File: config.mk
export PLATFORM = sky130hd
export DESIGN_NAME = mesh_router
export DESIGN_NICKNAME = d
export VERILOG_FILES = /design/src/logic/noc_pkg.sv /design/src/logic/router_cfg.sv /design/src/logic/input_unit.sv /design/src/logic/port_arbiter.sv /design/src/logic/crossbar.sv /design/src/logic/mesh_router.sv
export VERILOG_INCLUDE_DIRS = /design/src /design/src/logic
export SDC_FILE = /design/constraint.sdc
export NUM_CORES = 1
export LEC_CHECK = 0
export ABC_CLOCK_PERIOD_IN_PS = 5490
export BUFFER_PORTS_ARGS = -buffer_cell sky130_fd_sc_hd__buf_2
export CAP_MARGIN = 20
export CORE_MARGIN = 2
export CORE_UTILIZATION = 50
export CTS_BUF_LIST = sky130_fd_sc_hd__clkbuf_4
export DETAILED_ROUTE_END_ITERATION = 16
export PLACE_DENSITY_LB_ADDON = 0.15
export SYNTH_ARGS = -nofsm -noshare
export SYNTH_HDL_FRONTEND = slang
export SYNTH_SLANG_ARGS = --single-unit
File: constraint.sdc
create_clock -name clk -period 5.49 [get_ports clk]
set_clock_uncertainty 0.05 [all_clocks]
set_input_delay 0.8235 -clock clk [delete_from_list [all_inputs] [get_ports clk]]
set_output_delay 0.8235 -clock clk [all_outputs]
set_load 0.02 [all_outputs]
File: src/logic/noc_defs.svh
`ifndef NOC_DEFS_SVH
`define NOC_DEFS_SVH

//////////////////////////////////////////////////////////////////////
// Router geometry
//////////////////////////////////////////////////////////////////////

// Local, north, east, south, west
`define NOC_PORTS      5

// One mesh coordinate
`define NOC_COORD_W    3

//////////////////////////////////////////////////////////////////////
// Flit and queue sizing
//////////////////////////////////////////////////////////////////////

`define NOC_PAYLOAD_W  16

// Entries per input queue
`define NOC_FIFO_DEPTH 4

// x, then y, then one enable bit per output
`define NOC_CFG_W      11

`endif

File: src/logic/noc_pkg.sv
`include "noc_defs.svh"

package noc_pkg;

   // Mesh coordinate
   typedef logic [`NOC_COORD_W-1:0] coord_t;

   // One bit per router port
   typedef logic [`NOC_PORTS-1:0] port_vec_t;

   // Configuration register contents
   typedef logic [`NOC_CFG_W-1:0] cfg_word_t;

   //////////////////////////////////////////////////////////////////////
   // Flit format
   //////////////////////////////////////////////////////////////////////

   typedef struct packed {
      logic                      last;
      coord_t                    dest_x;
      coord_t                    dest_y;
      logic [`NOC_PAYLOAD_W-1:0] payload;
   } flit_t;

   //////////////////////////////////////////////////////////////////////
   // Output arbiter states
   //////////////////////////////////////////////////////////////////////

   // One-hot grant states, idle is all zero
   typedef enum logic [`NOC_PORTS-1:0] {
      arb_idle = 5'b00000,
      arb_gnt0 = 5'b00001,
      arb_gnt1 = 5'b00010,
      arb_gnt2 = 5'b00100,
      arb_gnt3 = 5'b01000,
      arb_gnt4 = 5'b10000
   } arb_state_e;

endpackage

File: src/logic/router_cfg.sv
`timescale 1ns/10ps
`include "noc_defs.svh"

module router_cfg
(
   input  logic               clk,
   input  logic               rst,
   input  logic               cfg_we,
   input  noc_pkg::cfg_word_t cfg_wdata,
   output noc_pkg::cfg_word_t cfg_rdata,
   output noc_pkg::coord_t    my_x,
   output noc_pkg::coord_t    my_y,
   output noc_pkg::port_vec_t out_en
);

   // Field positions in the configuration word
   localparam int en_lsb = 0;
   localparam int y_lsb  = `NOC_PORTS;
   localparam int x_lsb  = `NOC_PORTS + `NOC_COORD_W;

   // Coordinates (0,0) with every output enabled
   localparam noc_pkg::cfg_word_t cfg_default =
      {{(2 * `NOC_COORD_W){1'b0}}, {`NOC_PORTS{1'b1}}};

   noc_pkg::cfg_word_t cfg_q;

   //////////////////////////////////////////////////////////////////////
   // Configuration register
   //////////////////////////////////////////////////////////////////////

   always_ff @(posedge clk)
   begin
      if (rst)
         cfg_q <= cfg_default;
      else if (cfg_we)
         cfg_q <= cfg_wdata;
   end

   // Field split toward routing and arbitration
   assign my_x   = cfg_q[x_lsb +: `NOC_COORD_W];
   assign my_y   = cfg_q[y_lsb +: `NOC_COORD_W];
   assign out_en = cfg_q[en_lsb +: `NOC_PORTS];

   // Whole word for readback
   assign cfg_rdata = cfg_q;

endmodule

File: src/logic/input_unit.sv
`timescale 1ns/10ps
`include "noc_defs.svh"

module input_unit
(
   input  logic               clk,
   input  logic               rst,
   input  logic               in_valid,
   input  noc_pkg::flit_t     in_flit,
   output logic               in_full,
   input  noc_pkg::coord_t    my_x,
   input  noc_pkg::coord_t    my_y,
   input  noc_pkg::port_vec_t gnt,
   output noc_pkg::port_vec_t req,
   output noc_pkg::port_vec_t pop_req,
   output noc_pkg::flit_t     head_flit
);

   localparam int ptr_w = $clog2(`NOC_FIFO_DEPTH);
   localparam int cnt_w = $clog2(`NOC_FIFO_DEPTH + 1);

   // Port numbering of the router
   localparam int port_local = 0;
   localparam int port_north = 1;
   localparam int port_east  = 2;
   localparam int port_south = 3;
   localparam int port_west  = 4;

   noc_pkg::flit_t     fifo_mem [0:`NOC_FIFO_DEPTH-1];
   logic [ptr_w-1:0]   wr_ptr;
   logic [ptr_w-1:0]   rd_ptr;
   logic [cnt_w-1:0]   count;
   logic               empty;
   logic               push;
   logic               pop;
   logic               pkt_active;
   noc_pkg::port_vec_t route_q;
   noc_pkg::port_vec_t route_head;

   assign empty     = (count == '0);
   assign in_full   = (count == cnt_w'(`NOC_FIFO_DEPTH));
   assign push      = in_valid && !in_full;
   assign head_flit = fifo_mem[rd_ptr];

   //////////////////////////////////////////////////////////////////////
   // XY route of the flit at the queue head
   //////////////////////////////////////////////////////////////////////

   always_comb
   begin
      route_head = '0;
      if (head_flit.dest_x > my_x)
         route_head[port_east] = 1'b1;
      else if (head_flit.dest_x < my_x)
         route_head[port_west] = 1'b1;
      else if (head_flit.dest_y > my_y)
         route_head[port_north] = 1'b1;
      else if (head_flit.dest_y < my_y)
         route_head[port_south] = 1'b1;
      else
         route_head[port_local] = 1'b1;
   end

   // Mid-packet the latched route holds the request, even when drained
   assign req     = pkt_active ? route_q : (empty ? '0 : route_head);
   assign pop_req = empty ? '0 : req;
   assign pop     = |(pop_req & gnt);

   //////////////////////////////////////////////////////////////////////
   // Circular flit queue
   //////////////////////////////////////////////////////////////////////

   always_ff @(posedge clk)
   begin
      if (push)
         fifo_mem[wr_ptr] <= in_flit;
   end

   always_ff @(posedge clk)
   begin
      if (rst)
      begin
         wr_ptr <= '0;
         rd_ptr <= '0;
         count  <= '0;
      end
      else
      begin
         if (push)
            wr_ptr <= (wr_ptr == ptr_w'(`NOC_FIFO_DEPTH - 1)) ? '0 : wr_ptr + 1'b1;
         if (pop)
            rd_ptr <= (rd_ptr == ptr_w'(`NOC_FIFO_DEPTH - 1)) ? '0 : rd_ptr + 1'b1;
         case ({push, pop})
            2'b10:   count <= count + 1'b1;
            2'b01:   count <= count - 1'b1;
            default: count <= count;
         endcase
      end
   end

   // Packet lock, set by a popped head and cleared by the popped tail
   always_ff @(posedge clk)
   begin
      if (rst)
      begin
         pkt_active <= 1'b0;
         route_q    <= '0;
      end
      else if (pop)
      begin
         pkt_active <= !head_flit.last;
         if (!pkt_active)
            route_q <= route_head;
      end
   end

endmodule

File: src/logic/port_arbiter.sv
`timescale 1ns/10ps

module port_arbiter
(
   input  logic               clk,
   input  logic               rst,
   input  noc_pkg::port_vec_t req,
   input  logic               en,
   output noc_pkg::port_vec_t gnt
);

   noc_pkg::arb_state_e state;
   noc_pkg::arb_state_e next_state;

   always_ff @(posedge clk)
   begin
      if (rst)
         state <= noc_pkg::arb_idle;
      else
         state <= next_state;
   end

   //////////////////////////////////////////////////////////////////////
   // Next state
   //////////////////////////////////////////////////////////////////////

   always_comb
   begin
      next_state = state;
      case (state)
         noc_pkg::arb_idle:
         begin
            // Lowest-numbered requester wins, only while enabled
            if (!en)
               next_state = noc_pkg::arb_idle;
            else if (req[0])
               next_state = noc_pkg::arb_gnt0;
            else if (req[1])
               next_state = noc_pkg::arb_gnt1;
            else if (req[2])
               next_state = noc_pkg::arb_gnt2;
            else if (req[3])
               next_state = noc_pkg::arb_gnt3;
            else if (req[4])
               next_state = noc_pkg::arb_gnt4;
         end
         // Grant held as long as its owner asks
         noc_pkg::arb_gnt0:
            if (!req[0])
               next_state = noc_pkg::arb_idle;
         noc_pkg::arb_gnt1:
            if (!req[1])
               next_state = noc_pkg::arb_idle;
         noc_pkg::arb_gnt2:
            if (!req[2])
               next_state = noc_pkg::arb_idle;
         noc_pkg::arb_gnt3:
            if (!req[3])
               next_state = noc_pkg::arb_idle;
         noc_pkg::arb_gnt4:
            if (!req[4])
               next_state = noc_pkg::arb_idle;
         default:
            next_state = noc_pkg::arb_idle;
      endcase
   end

   // Grant decode
   always_comb
   begin
      case (state)
         noc_pkg::arb_gnt0: gnt = 5'b00001;
         noc_pkg::arb_gnt1: gnt = 5'b00010;
         noc_pkg::arb_gnt2: gnt = 5'b00100;
         noc_pkg::arb_gnt3: gnt = 5'b01000;
         noc_pkg::arb_gnt4: gnt = 5'b10000;
         default:           gnt = 5'b00000;
      endcase
   end

endmodule

File: src/logic/crossbar.sv
`timescale 1ns/10ps
`include "noc_defs.svh"

module crossbar
(
   input  logic               clk,
   input  logic               rst,
   input  noc_pkg::port_vec_t gnt_by_out [0:`NOC_PORTS-1],
   input  noc_pkg::flit_t     head_flit  [0:`NOC_PORTS-1],
   input  noc_pkg::port_vec_t req_by_out [0:`NOC_PORTS-1],
   output noc_pkg::port_vec_t out_valid,
   output noc_pkg::flit_t     out_flit   [0:`NOC_PORTS-1]
);

   noc_pkg::flit_t     sel_flit [0:`NOC_PORTS-1];
   noc_pkg::port_vec_t sel_valid;

   //////////////////////////////////////////////////////////////////////
   // Per-output select of the granted input
   //////////////////////////////////////////////////////////////////////

   always_comb
   begin
      for (int j = 0; j < `NOC_PORTS; j++)
      begin
         sel_flit[j] = '0;
         // Same condition the input unit pops on
         sel_valid[j] = |(gnt_by_out[j] & req_by_out[j]);
         for (int i = 0; i < `NOC_PORTS; i++)
         begin
            if (gnt_by_out[j][i])
               sel_flit[j] = head_flit[i];
         end
      end
   end

   // Output registers
   always_ff @(posedge clk)
   begin
      if (rst)
         out_valid <= '0;
      else
         out_valid <= sel_valid;
   end

   always_ff @(posedge clk)
   begin
      for (int j = 0; j < `NOC_PORTS; j++)
      begin
         if (sel_valid[j])
            out_flit[j] <= sel_flit[j];
      end
   end

endmodule

File: src/logic/mesh_router.sv
`timescale 1ns/10ps
`include "noc_defs.svh"

module mesh_router
(
   input  logic               clk,
   input  logic               rst,
   input  noc_pkg::port_vec_t in_valid,
   input  noc_pkg::flit_t     in_flit   [0:`NOC_PORTS-1],
   output noc_pkg::port_vec_t in_full,
   output noc_pkg::port_vec_t out_valid,
   output noc_pkg::flit_t     out_flit  [0:`NOC_PORTS-1],
   input  logic               cfg_we,
   input  noc_pkg::cfg_word_t cfg_wdata,
   output noc_pkg::cfg_word_t cfg_rdata
);

   noc_pkg::coord_t    my_x;
   noc_pkg::coord_t    my_y;
   noc_pkg::port_vec_t out_en;

   // Indexed by input port
   noc_pkg::port_vec_t req_by_in  [0:`NOC_PORTS-1];
   noc_pkg::port_vec_t rdy_by_in  [0:`NOC_PORTS-1];
   noc_pkg::port_vec_t gnt_by_in  [0:`NOC_PORTS-1];
   noc_pkg::flit_t     head_flit  [0:`NOC_PORTS-1];

   // Indexed by output port
   noc_pkg::port_vec_t req_by_out [0:`NOC_PORTS-1];
   noc_pkg::port_vec_t rdy_by_out [0:`NOC_PORTS-1];
   noc_pkg::port_vec_t gnt_by_out [0:`NOC_PORTS-1];

   router_cfg u_router_cfg
   (
      .clk       (clk),
      .rst       (rst),
      .cfg_we    (cfg_we),
      .cfg_wdata (cfg_wdata),
      .cfg_rdata (cfg_rdata),
      .my_x      (my_x),
      .my_y      (my_y),
      .out_en    (out_en)
   );

   //////////////////////////////////////////////////////////////////////
   // Input units and output arbiters
   //////////////////////////////////////////////////////////////////////

   for (genvar p = 0; p < `NOC_PORTS; p++)
   begin : g_port
      input_unit u_input_unit
      (
         .clk       (clk),
         .rst       (rst),
         .in_valid  (in_valid[p]),
         .in_flit   (in_flit[p]),
         .in_full   (in_full[p]),
         .my_x      (my_x),
         .my_y      (my_y),
         .gnt       (gnt_by_in[p]),
         .req       (req_by_in[p]),
         .pop_req   (rdy_by_in[p]),
         .head_flit (head_flit[p])
      );

      port_arbiter u_port_arbiter
      (
         .clk (clk),
         .rst (rst),
         .req (req_by_out[p]),
         .en  (out_en[p]),
         .gnt (gnt_by_out[p])
      );
   end

   // Input-major to output-major transposition
   always_comb
   begin
      for (int i = 0; i < `NOC_PORTS; i++)
      begin
         for (int j = 0; j < `NOC_PORTS; j++)
         begin
            req_by_out[j][i] = req_by_in[i][j];
            rdy_by_out[j][i] = rdy_by_in[i][j];
            gnt_by_in[i][j]  = gnt_by_out[j][i];
         end
      end
   end

   crossbar u_crossbar
   (
      .clk        (clk),
      .rst        (rst),
      .gnt_by_out (gnt_by_out),
      .head_flit  (head_flit),
      .req_by_out (rdy_by_out),
      .out_valid  (out_valid),
      .out_flit   (out_flit)
   );

endmodule

======== Yosys cells after proc, flatten, opt, wreduce, memory -nomap -nowiden ========
Memory sizes are Yosys's and may differ from the RTL's. A register that Yosys moved wholly into a read port is not among the register bits.
Index checks and enable logic that the tools add are counted.
W data, S select, Z words.
word-level totals
  register bits after elaboration ......... 221
  bits in latches ......................... 0
  bits in writable memories ............... 460
  bits in read-only memories .............. 0
  bits of input ports ..................... 134
  output and inout bits ................... 136
  word-level logic and storage cells ...... 437
  memories ................................ 5
cells by class
  add/subtract/negate cells ............... 20
  multipliers ............................. 0
  div/mod/pow operators ................... 0
  order comparisons ....................... 20
  equal/unequal tests ..................... 80
  shift-type cells ........................ 0
  mux-type cells .......................... 195
  bitwise logic cells ..................... 15
  reductions and logical operators ........ 50
memory list
  memory                           words  width  read ports  clocked after Yosys merged registers in  write ports  RTL line          RTL
  g_port[0].u_input_unit.fifo_mem  4      23     1           1                                        1            input_unit.sv:29  noc_pkg::flit_t fifo_mem [0:`NOC_FIFO_DEPTH-1];
  g_port[1].u_input_unit.fifo_mem  4      23     1           1                                        1            input_unit.sv:29
  g_port[2].u_input_unit.fifo_mem  4      23     1           1                                        1            input_unit.sv:29
  g_port[3].u_input_unit.fifo_mem  4      23     1           1                                        1            input_unit.sv:29
  g_port[4].u_input_unit.fifo_mem  4      23     1           1                                        1            input_unit.sv:29
operators by type and width
  operator               number
  $mux W23               25
  $mux W5                70
  $pmux W5 S6            5
  $pmux W5 S5            5
  $mux W2                35
  $and A5 B5 Y5          10
  $mux W1                50
  $ne A2 B2 Y1 const B   25
  $reduce_or A5 Y1       10
  $eq A2 B2 Y1 const B   15
  $gt A3 B3 Y1           10
  $lt A3 B3 Y1           10
  $pmux W3 S2            5
  $reduce_and A6 Y1      5
  $eq A5 B1 Y1 const B   5
  $eq A5 B2 Y1 const B   5
  $eq A5 B3 Y1 const B   5
  $eq A5 B4 Y1 const B   5
  $eq A5 B5 Y1 const B   5
  $logic_not A5 Y1       5
  $add A2 B1 Y2 const B  10
  $add A3 B1 Y3 const B  5
  $eq A3 B3 Y1 const B   5
  $logic_not A3 Y1       5
  other kinds (12)       45

======== Logic depth before layout (Yosys ltp) ========
  depth in word-level cells ............... 14
  depth in mapped cells ................... 16
  gate-level depth less buffers ........... 14

======== Hierarchy ========
A second synthesis with hierarchy kept.
second synthesis, totals
  cells, all modules ...................... 2354
  area, all modules ....................... 32959.1 µm²
by module, submodules not included
  module                                instances  cells an instance  area each (µm²)  seq. area each (µm²)
  crossbar                              1          809                8356.8           3553.4
  input_unit at g_port[4].u_input_unit  1          258                4501.8           3062.9
  input_unit at g_port[2].u_input_unit  1          261                4479.3           3062.9
  input_unit at g_port[3].u_input_unit  1          258                4453.0           3062.9
  input_unit at g_port[0].u_input_unit  1          259                4439.3           3062.9
  input_unit at g_port[1].u_input_unit  1          258                4433.0           3062.9
  port_arbiter                          5          41                 362.8            100.1
  router_cfg                            1          46                 481.7            220.2

======== Worst setup path before layout ========
OpenSTA, ideal clock, no wires.
  path type ............................... register to register
  from .................................... register (tool-made name)
  to ...................................... register g_port[4].u_input_unit.count[2]
  library setup time ...................... 0.070 ns
  data arrival time ....................... 4.112 ns
  data required time ...................... 5.370 ns
  setup slack ............................. 1.258 ns
  cell stages (with the launch flop) ...... 16
  buffers on the path ..................... 2
  period minus slack after synthesis ...... 4.232 ns
  path through ............................ dfxtp_1 -> clkbuf_1 -> buf_2 -> mux4_2 -> ha_1 -> nand3_1 -> a2111oi_4 -> a32oi_1 -> o22a_2 -> a31oi_4 -> ha_1 -> inv_1 -> fa_1 -> xor2_1 -> or3_1 -> a21oi_1
RTL lines
  element                 RTL line          RTL
  end signal: assignment  input_unit.sv:94  2'b10: count <= count + 1'b1;
  end signal: assignment  input_unit.sv:95  2'b01: count <= count - 1'b1;
  end signal: assignment  input_unit.sv:96  default: count <= count;
  end: declaration        input_unit.sv:32  logic [cnt_w-1:0] count;

==> results_dict.tcl <==
set metrics [dict create \
    pwr-share-seq 0.498 \
    grt_setup_unrepaired "no" \
    routed-via-count 22505 \
    post_synth_xor_xnor_area 0.00286 \
    worst_setup_path_type "reg -> reg" \
    dieArea_um2 63200 \
    worstPathMaxFanout 23 \
    cts_root_buffer "clkbuf_4" \
    final_hpwl_dp_mm 67.0 \
    postCtsHoldBufs 125 \
    worst_path_max_delay_cell "mux4_2" \
    tritoncts.num_buffers 179 \
    initial_antenna_violation_count 11 \
    floorplan.initialDensity 0.506 \
    synth_sequential_area_ratio 0.640 \
    share_of_the_synthesized_area_in_the_top_cell_type 0.564 \
    yosysWarningCount 0 \
    r2r_setup_slack_ns 0.98 \
    switching_power_uw 3240 \
    hold-path-endpoint "g_port[4].u_input_unit.fifo_mem[3][2]" \
    final-setup-viol-count 0 \
    critical_path.cell_chain "buf_4, mux4_2, ha_1, and3b_1, o21ai_0, a211oi_1, a311oi_2, nand2_1, ha_1, inv_1, fa_1, xor2_1, or3_1, a21oi_1" \
    grt_overflow 0 \
    gp_congestion 0.973 \
    timing.reg2reg.worst_path_depth 14 \
    synthArstFlopShare 0 \
    synthesis.nets 2332 \
    core_area_um2 60500 \
    pin_count_of_the_biggest_net_entering_global_routing 84 \
    synth_compound_gate_area_share 0.105 \
    ctsHtreeMaxLevel 4 \
    setup_tns_ns 0 \
    synth.area.top_cells "edfxtp_1 (56%), mux4_2 (8.5%), dfxtp_1 (7.6%)" \
    cts_buffer_depth 3 \
    post-synth-top-area-cell "edfxtp_1" \
    chipHeight_um 251 \
    cts_setup_buffers 0 \
    synth_flop_cell "edfxtp_1" \
    timing.hold.worst_path_depth 1 \
    p_sw_frac 0.269 \
    layout-drive-gt1-share 0.287 \
    slowest_delay_ns 0.71 \
    timing.final.crit_period_ns 4.51 \
    worst_r2r_endpoint "g_port[2].u_input_unit.count[2]" \
    hp-start "in_flit[2]" \
    fmaxAchievable_ghz 0.222 \
    cellInternalPower_uw 8790 \
    post_synth_and_or_nand_nor_area_fraction 0.103 \
    drt_wl_total_mm 99.9 \
    grt_usage 0.317 \
    worst_path_most_repeated_cell "ha_1" \
    detailedRoute.firstPassIterationCount 8 \
    placement_rows 90 \
    synth_area_um2 30600 \
    worst_slew_pin_slew_ns 0.898 \
    hold_ws_ns 0.0895 \
    power_per_cell_area_nw_per_um2 330 \
    post_synth.cell_area_avg_um2 14.3 \
    cts_tree "done" \
    crit_path_start_kind "flip-flop" \
    routedWlPerCell_um 27.9 \
    synth_top_family_by_area "compound AO/OA/AOI/OAI gates" \
    synthMuxAreaShare 0.0954 \
    worst_setup_hold_path_clk_slew_ns 0.07 \
    crit_arrival_ns 5.41 \
    grt_first_pass_wirelength_mm 144 \
    clockPowerShare 0.380 \
    first_iter_violations 2742 \
    postSynthCellCount 2133 \
    status "finished, final reports clean" \
    vias_per_cell 6.29 \
    detail_route.drc_violations 0 \
    design.portCount 270 \
    synth.lib_cells_used.distinct 92 \
    max_slew_margin 0.401 \
    synth_edf_count 575 \
    min_period_over_period 0.821 \
    critical_path_end_type "flip-flop" \
    timing.max_cap.violations 0 \
    design.final.nets 2838 \
    power_leakage_uw 0.0131 \
    drt.antenna.violating_nets 0 \
    sink_count_of_the_clock_tree 691 \
    synth-adder-area-share 0.0278 \
    synth_seq_cells 691 \
    cts_resized 0 \
    grt_pass1_vias 22257 \
    irDropWorstVdd_mv 0.213 \
    comb_power_share 0.122 \
    hold_viol 0 \
    area_delta_synth_final_pct 19.2 \
    worstSkewPairLatency_ns 1.05 \
    finalMaxSlewViolations 0 \
    die-width_um 251 \
    worst_ep_required_time_ns 6.39 \
    numPortBuffers 269 \
    hold_path.class "in -> reg" \
]
-- per-layer routing --
metal  up-vias  global-route usage  part of all wire
met4         6               0.182             0.056
met5         -                   0           0.00030
li1       9597                   -                 -
met2      1522               0.467              0.44
met1     11079               0.417              0.38
met3       301               0.101              0.12
-- registers in the layout (all words and copies together), names as in the netlist, named ones only --
| signal | cells |
|---|---|
| g_port.u_input_unit.wr_ptr | 10 |
| u_crossbar.out_flit | 115 |
| u_router_cfg.cfg_rdata | 11 |
| g_port.u_input_unit.route_q | 25 |
| g_port.u_input_unit.count | 15 |
| g_port.u_input_unit.rd_ptr | 10 |
| g_port.u_input_unit.pkt_active | 5 |
| g_port.u_port_arbiter.state | 25 |
| g_port.u_input_unit.fifo_mem | 460 |
| u_crossbar.out_valid | 5 |
-- kinds of logic (layout without fill, tap and decap cells) --
family,count (synthesis),after routing
xor gates and xnor gates,10,10
DFF,691,691
muxes,145,145
AOI/OAI and AO/OA,426,426
adders and majority gates,65,65
other,0,8
buffers and inverters,182,837
and+or+nand+nor,614,614
-- how the worst max path moves through the flow --
stage          depth (start not counted)                         endpoint  startpoint  slack (ns)
2_1_floorplan                         15  g_port[4].u_input_unit.count[2]   flip-flop        1.26
3_3_place_gp                          14  g_port[3].u_input_unit.count[2]   flip-flop        1.04
3_5_place_dp                          14  g_port[3].u_input_unit.count[2]   flip-flop        0.99
4_1_cts                               14  g_port[2].u_input_unit.count[2]   flip-flop        0.96
5_1_grt                               14  g_port[2].u_input_unit.count[2]   flip-flop        0.67
6_report                              14  g_port[2].u_input_unit.count[2]   flip-flop        0.98
-- Yosys cell counts (all sizes together), types with 27 or more instances --
cell type  number
buf            35
a21oi          61
nand3         130
mux4          115
and3           28
o21ai          28
nand2         172
nor2           81
inv            53
ha             60
and2           29
nor3           52
nor2b          27
dfxtp         116
a22oi         210
clkbuf         94
edfxtp        575
-- power groups by stage --
stage                     clock network [uW]  registers [uW]  logic, uW
after floorplan                            0            6100        800
after global placement                     0            6100       1320
after detailed placement                   0            6110       1350
after CTS                               4670            6000       1430
after global routing                    4930            6010       1550
final                                   4570            6000       1470
-- layout by cell type, fill, tap and decap left out, types with 7 or more instances in the layout --
cell,count
nor3_1,47
and2_1,29
mux2i_1,19
a211o_1,9
or3_1,13
clkbuf_4,275
a31oi_1,9
a32oi_1,9
nor2b_1,26
ha_1,60
diode_2,8
and3_1,26
clkinv_2,8
inv_1,53
nand3b_1,19
o211ai_1,7
and3b_1,11
mux2_2,7
a22oi_1,210
xor2_1,10
buf_2,268
o22ai_1,7
nand2b_1,22
mux4_2,115
o21ai_0,28
nand2_1,172
dlygate4sd3_1,125
nand3_1,129
a211oi_1,17
nor2_1,81
buf_4,61
dfxtp_1,116
edfxtp_1,575
a21oi_1,57
clkinv_1,32
a222oi_1,11
-- critical path, delay by kind of cell, from the launching register on --
family          cells  cell delay, ns
compound gates      4            1.03
xor+xnor            1            0.16
flops               1            0.32
simple gates        3            0.71
buf+inv             2            0.47
fa+ha+maj           3            0.96
mux                 1            0.71
-- final cells by class --
type	count	area, um^2
antenna	8	20.0
clock buffer	275	2060
clock inverter	55	310
fill	4768	24000
inverter	53	199
multi-input combinational	1260	10300
sequential	691	19600
tap	782	978
timing repair buffer	454	3050
-- metrics by stage --
step | util | setup WS (ns) | power (uW) | instance area [um^2] | std cells
floorplan | - | 1.26 | 6900 | 30600 | 2133
global placement | 0.543 | 1.04 | 7430 | 32800 | 3115
detailed placement | 0.543 | 0.986 | 7460 | 32800 | 3115
CTS | 0.603 | 0.959 | 12100 | 36500 | 3570
global route | 0.603 | 0.671 | 12500 | 36500 | 3574
finish | 0.604 | 0.980 | 12000 | 36500 | 3578
No activity file was read; power rests on OpenSTA's default activity.
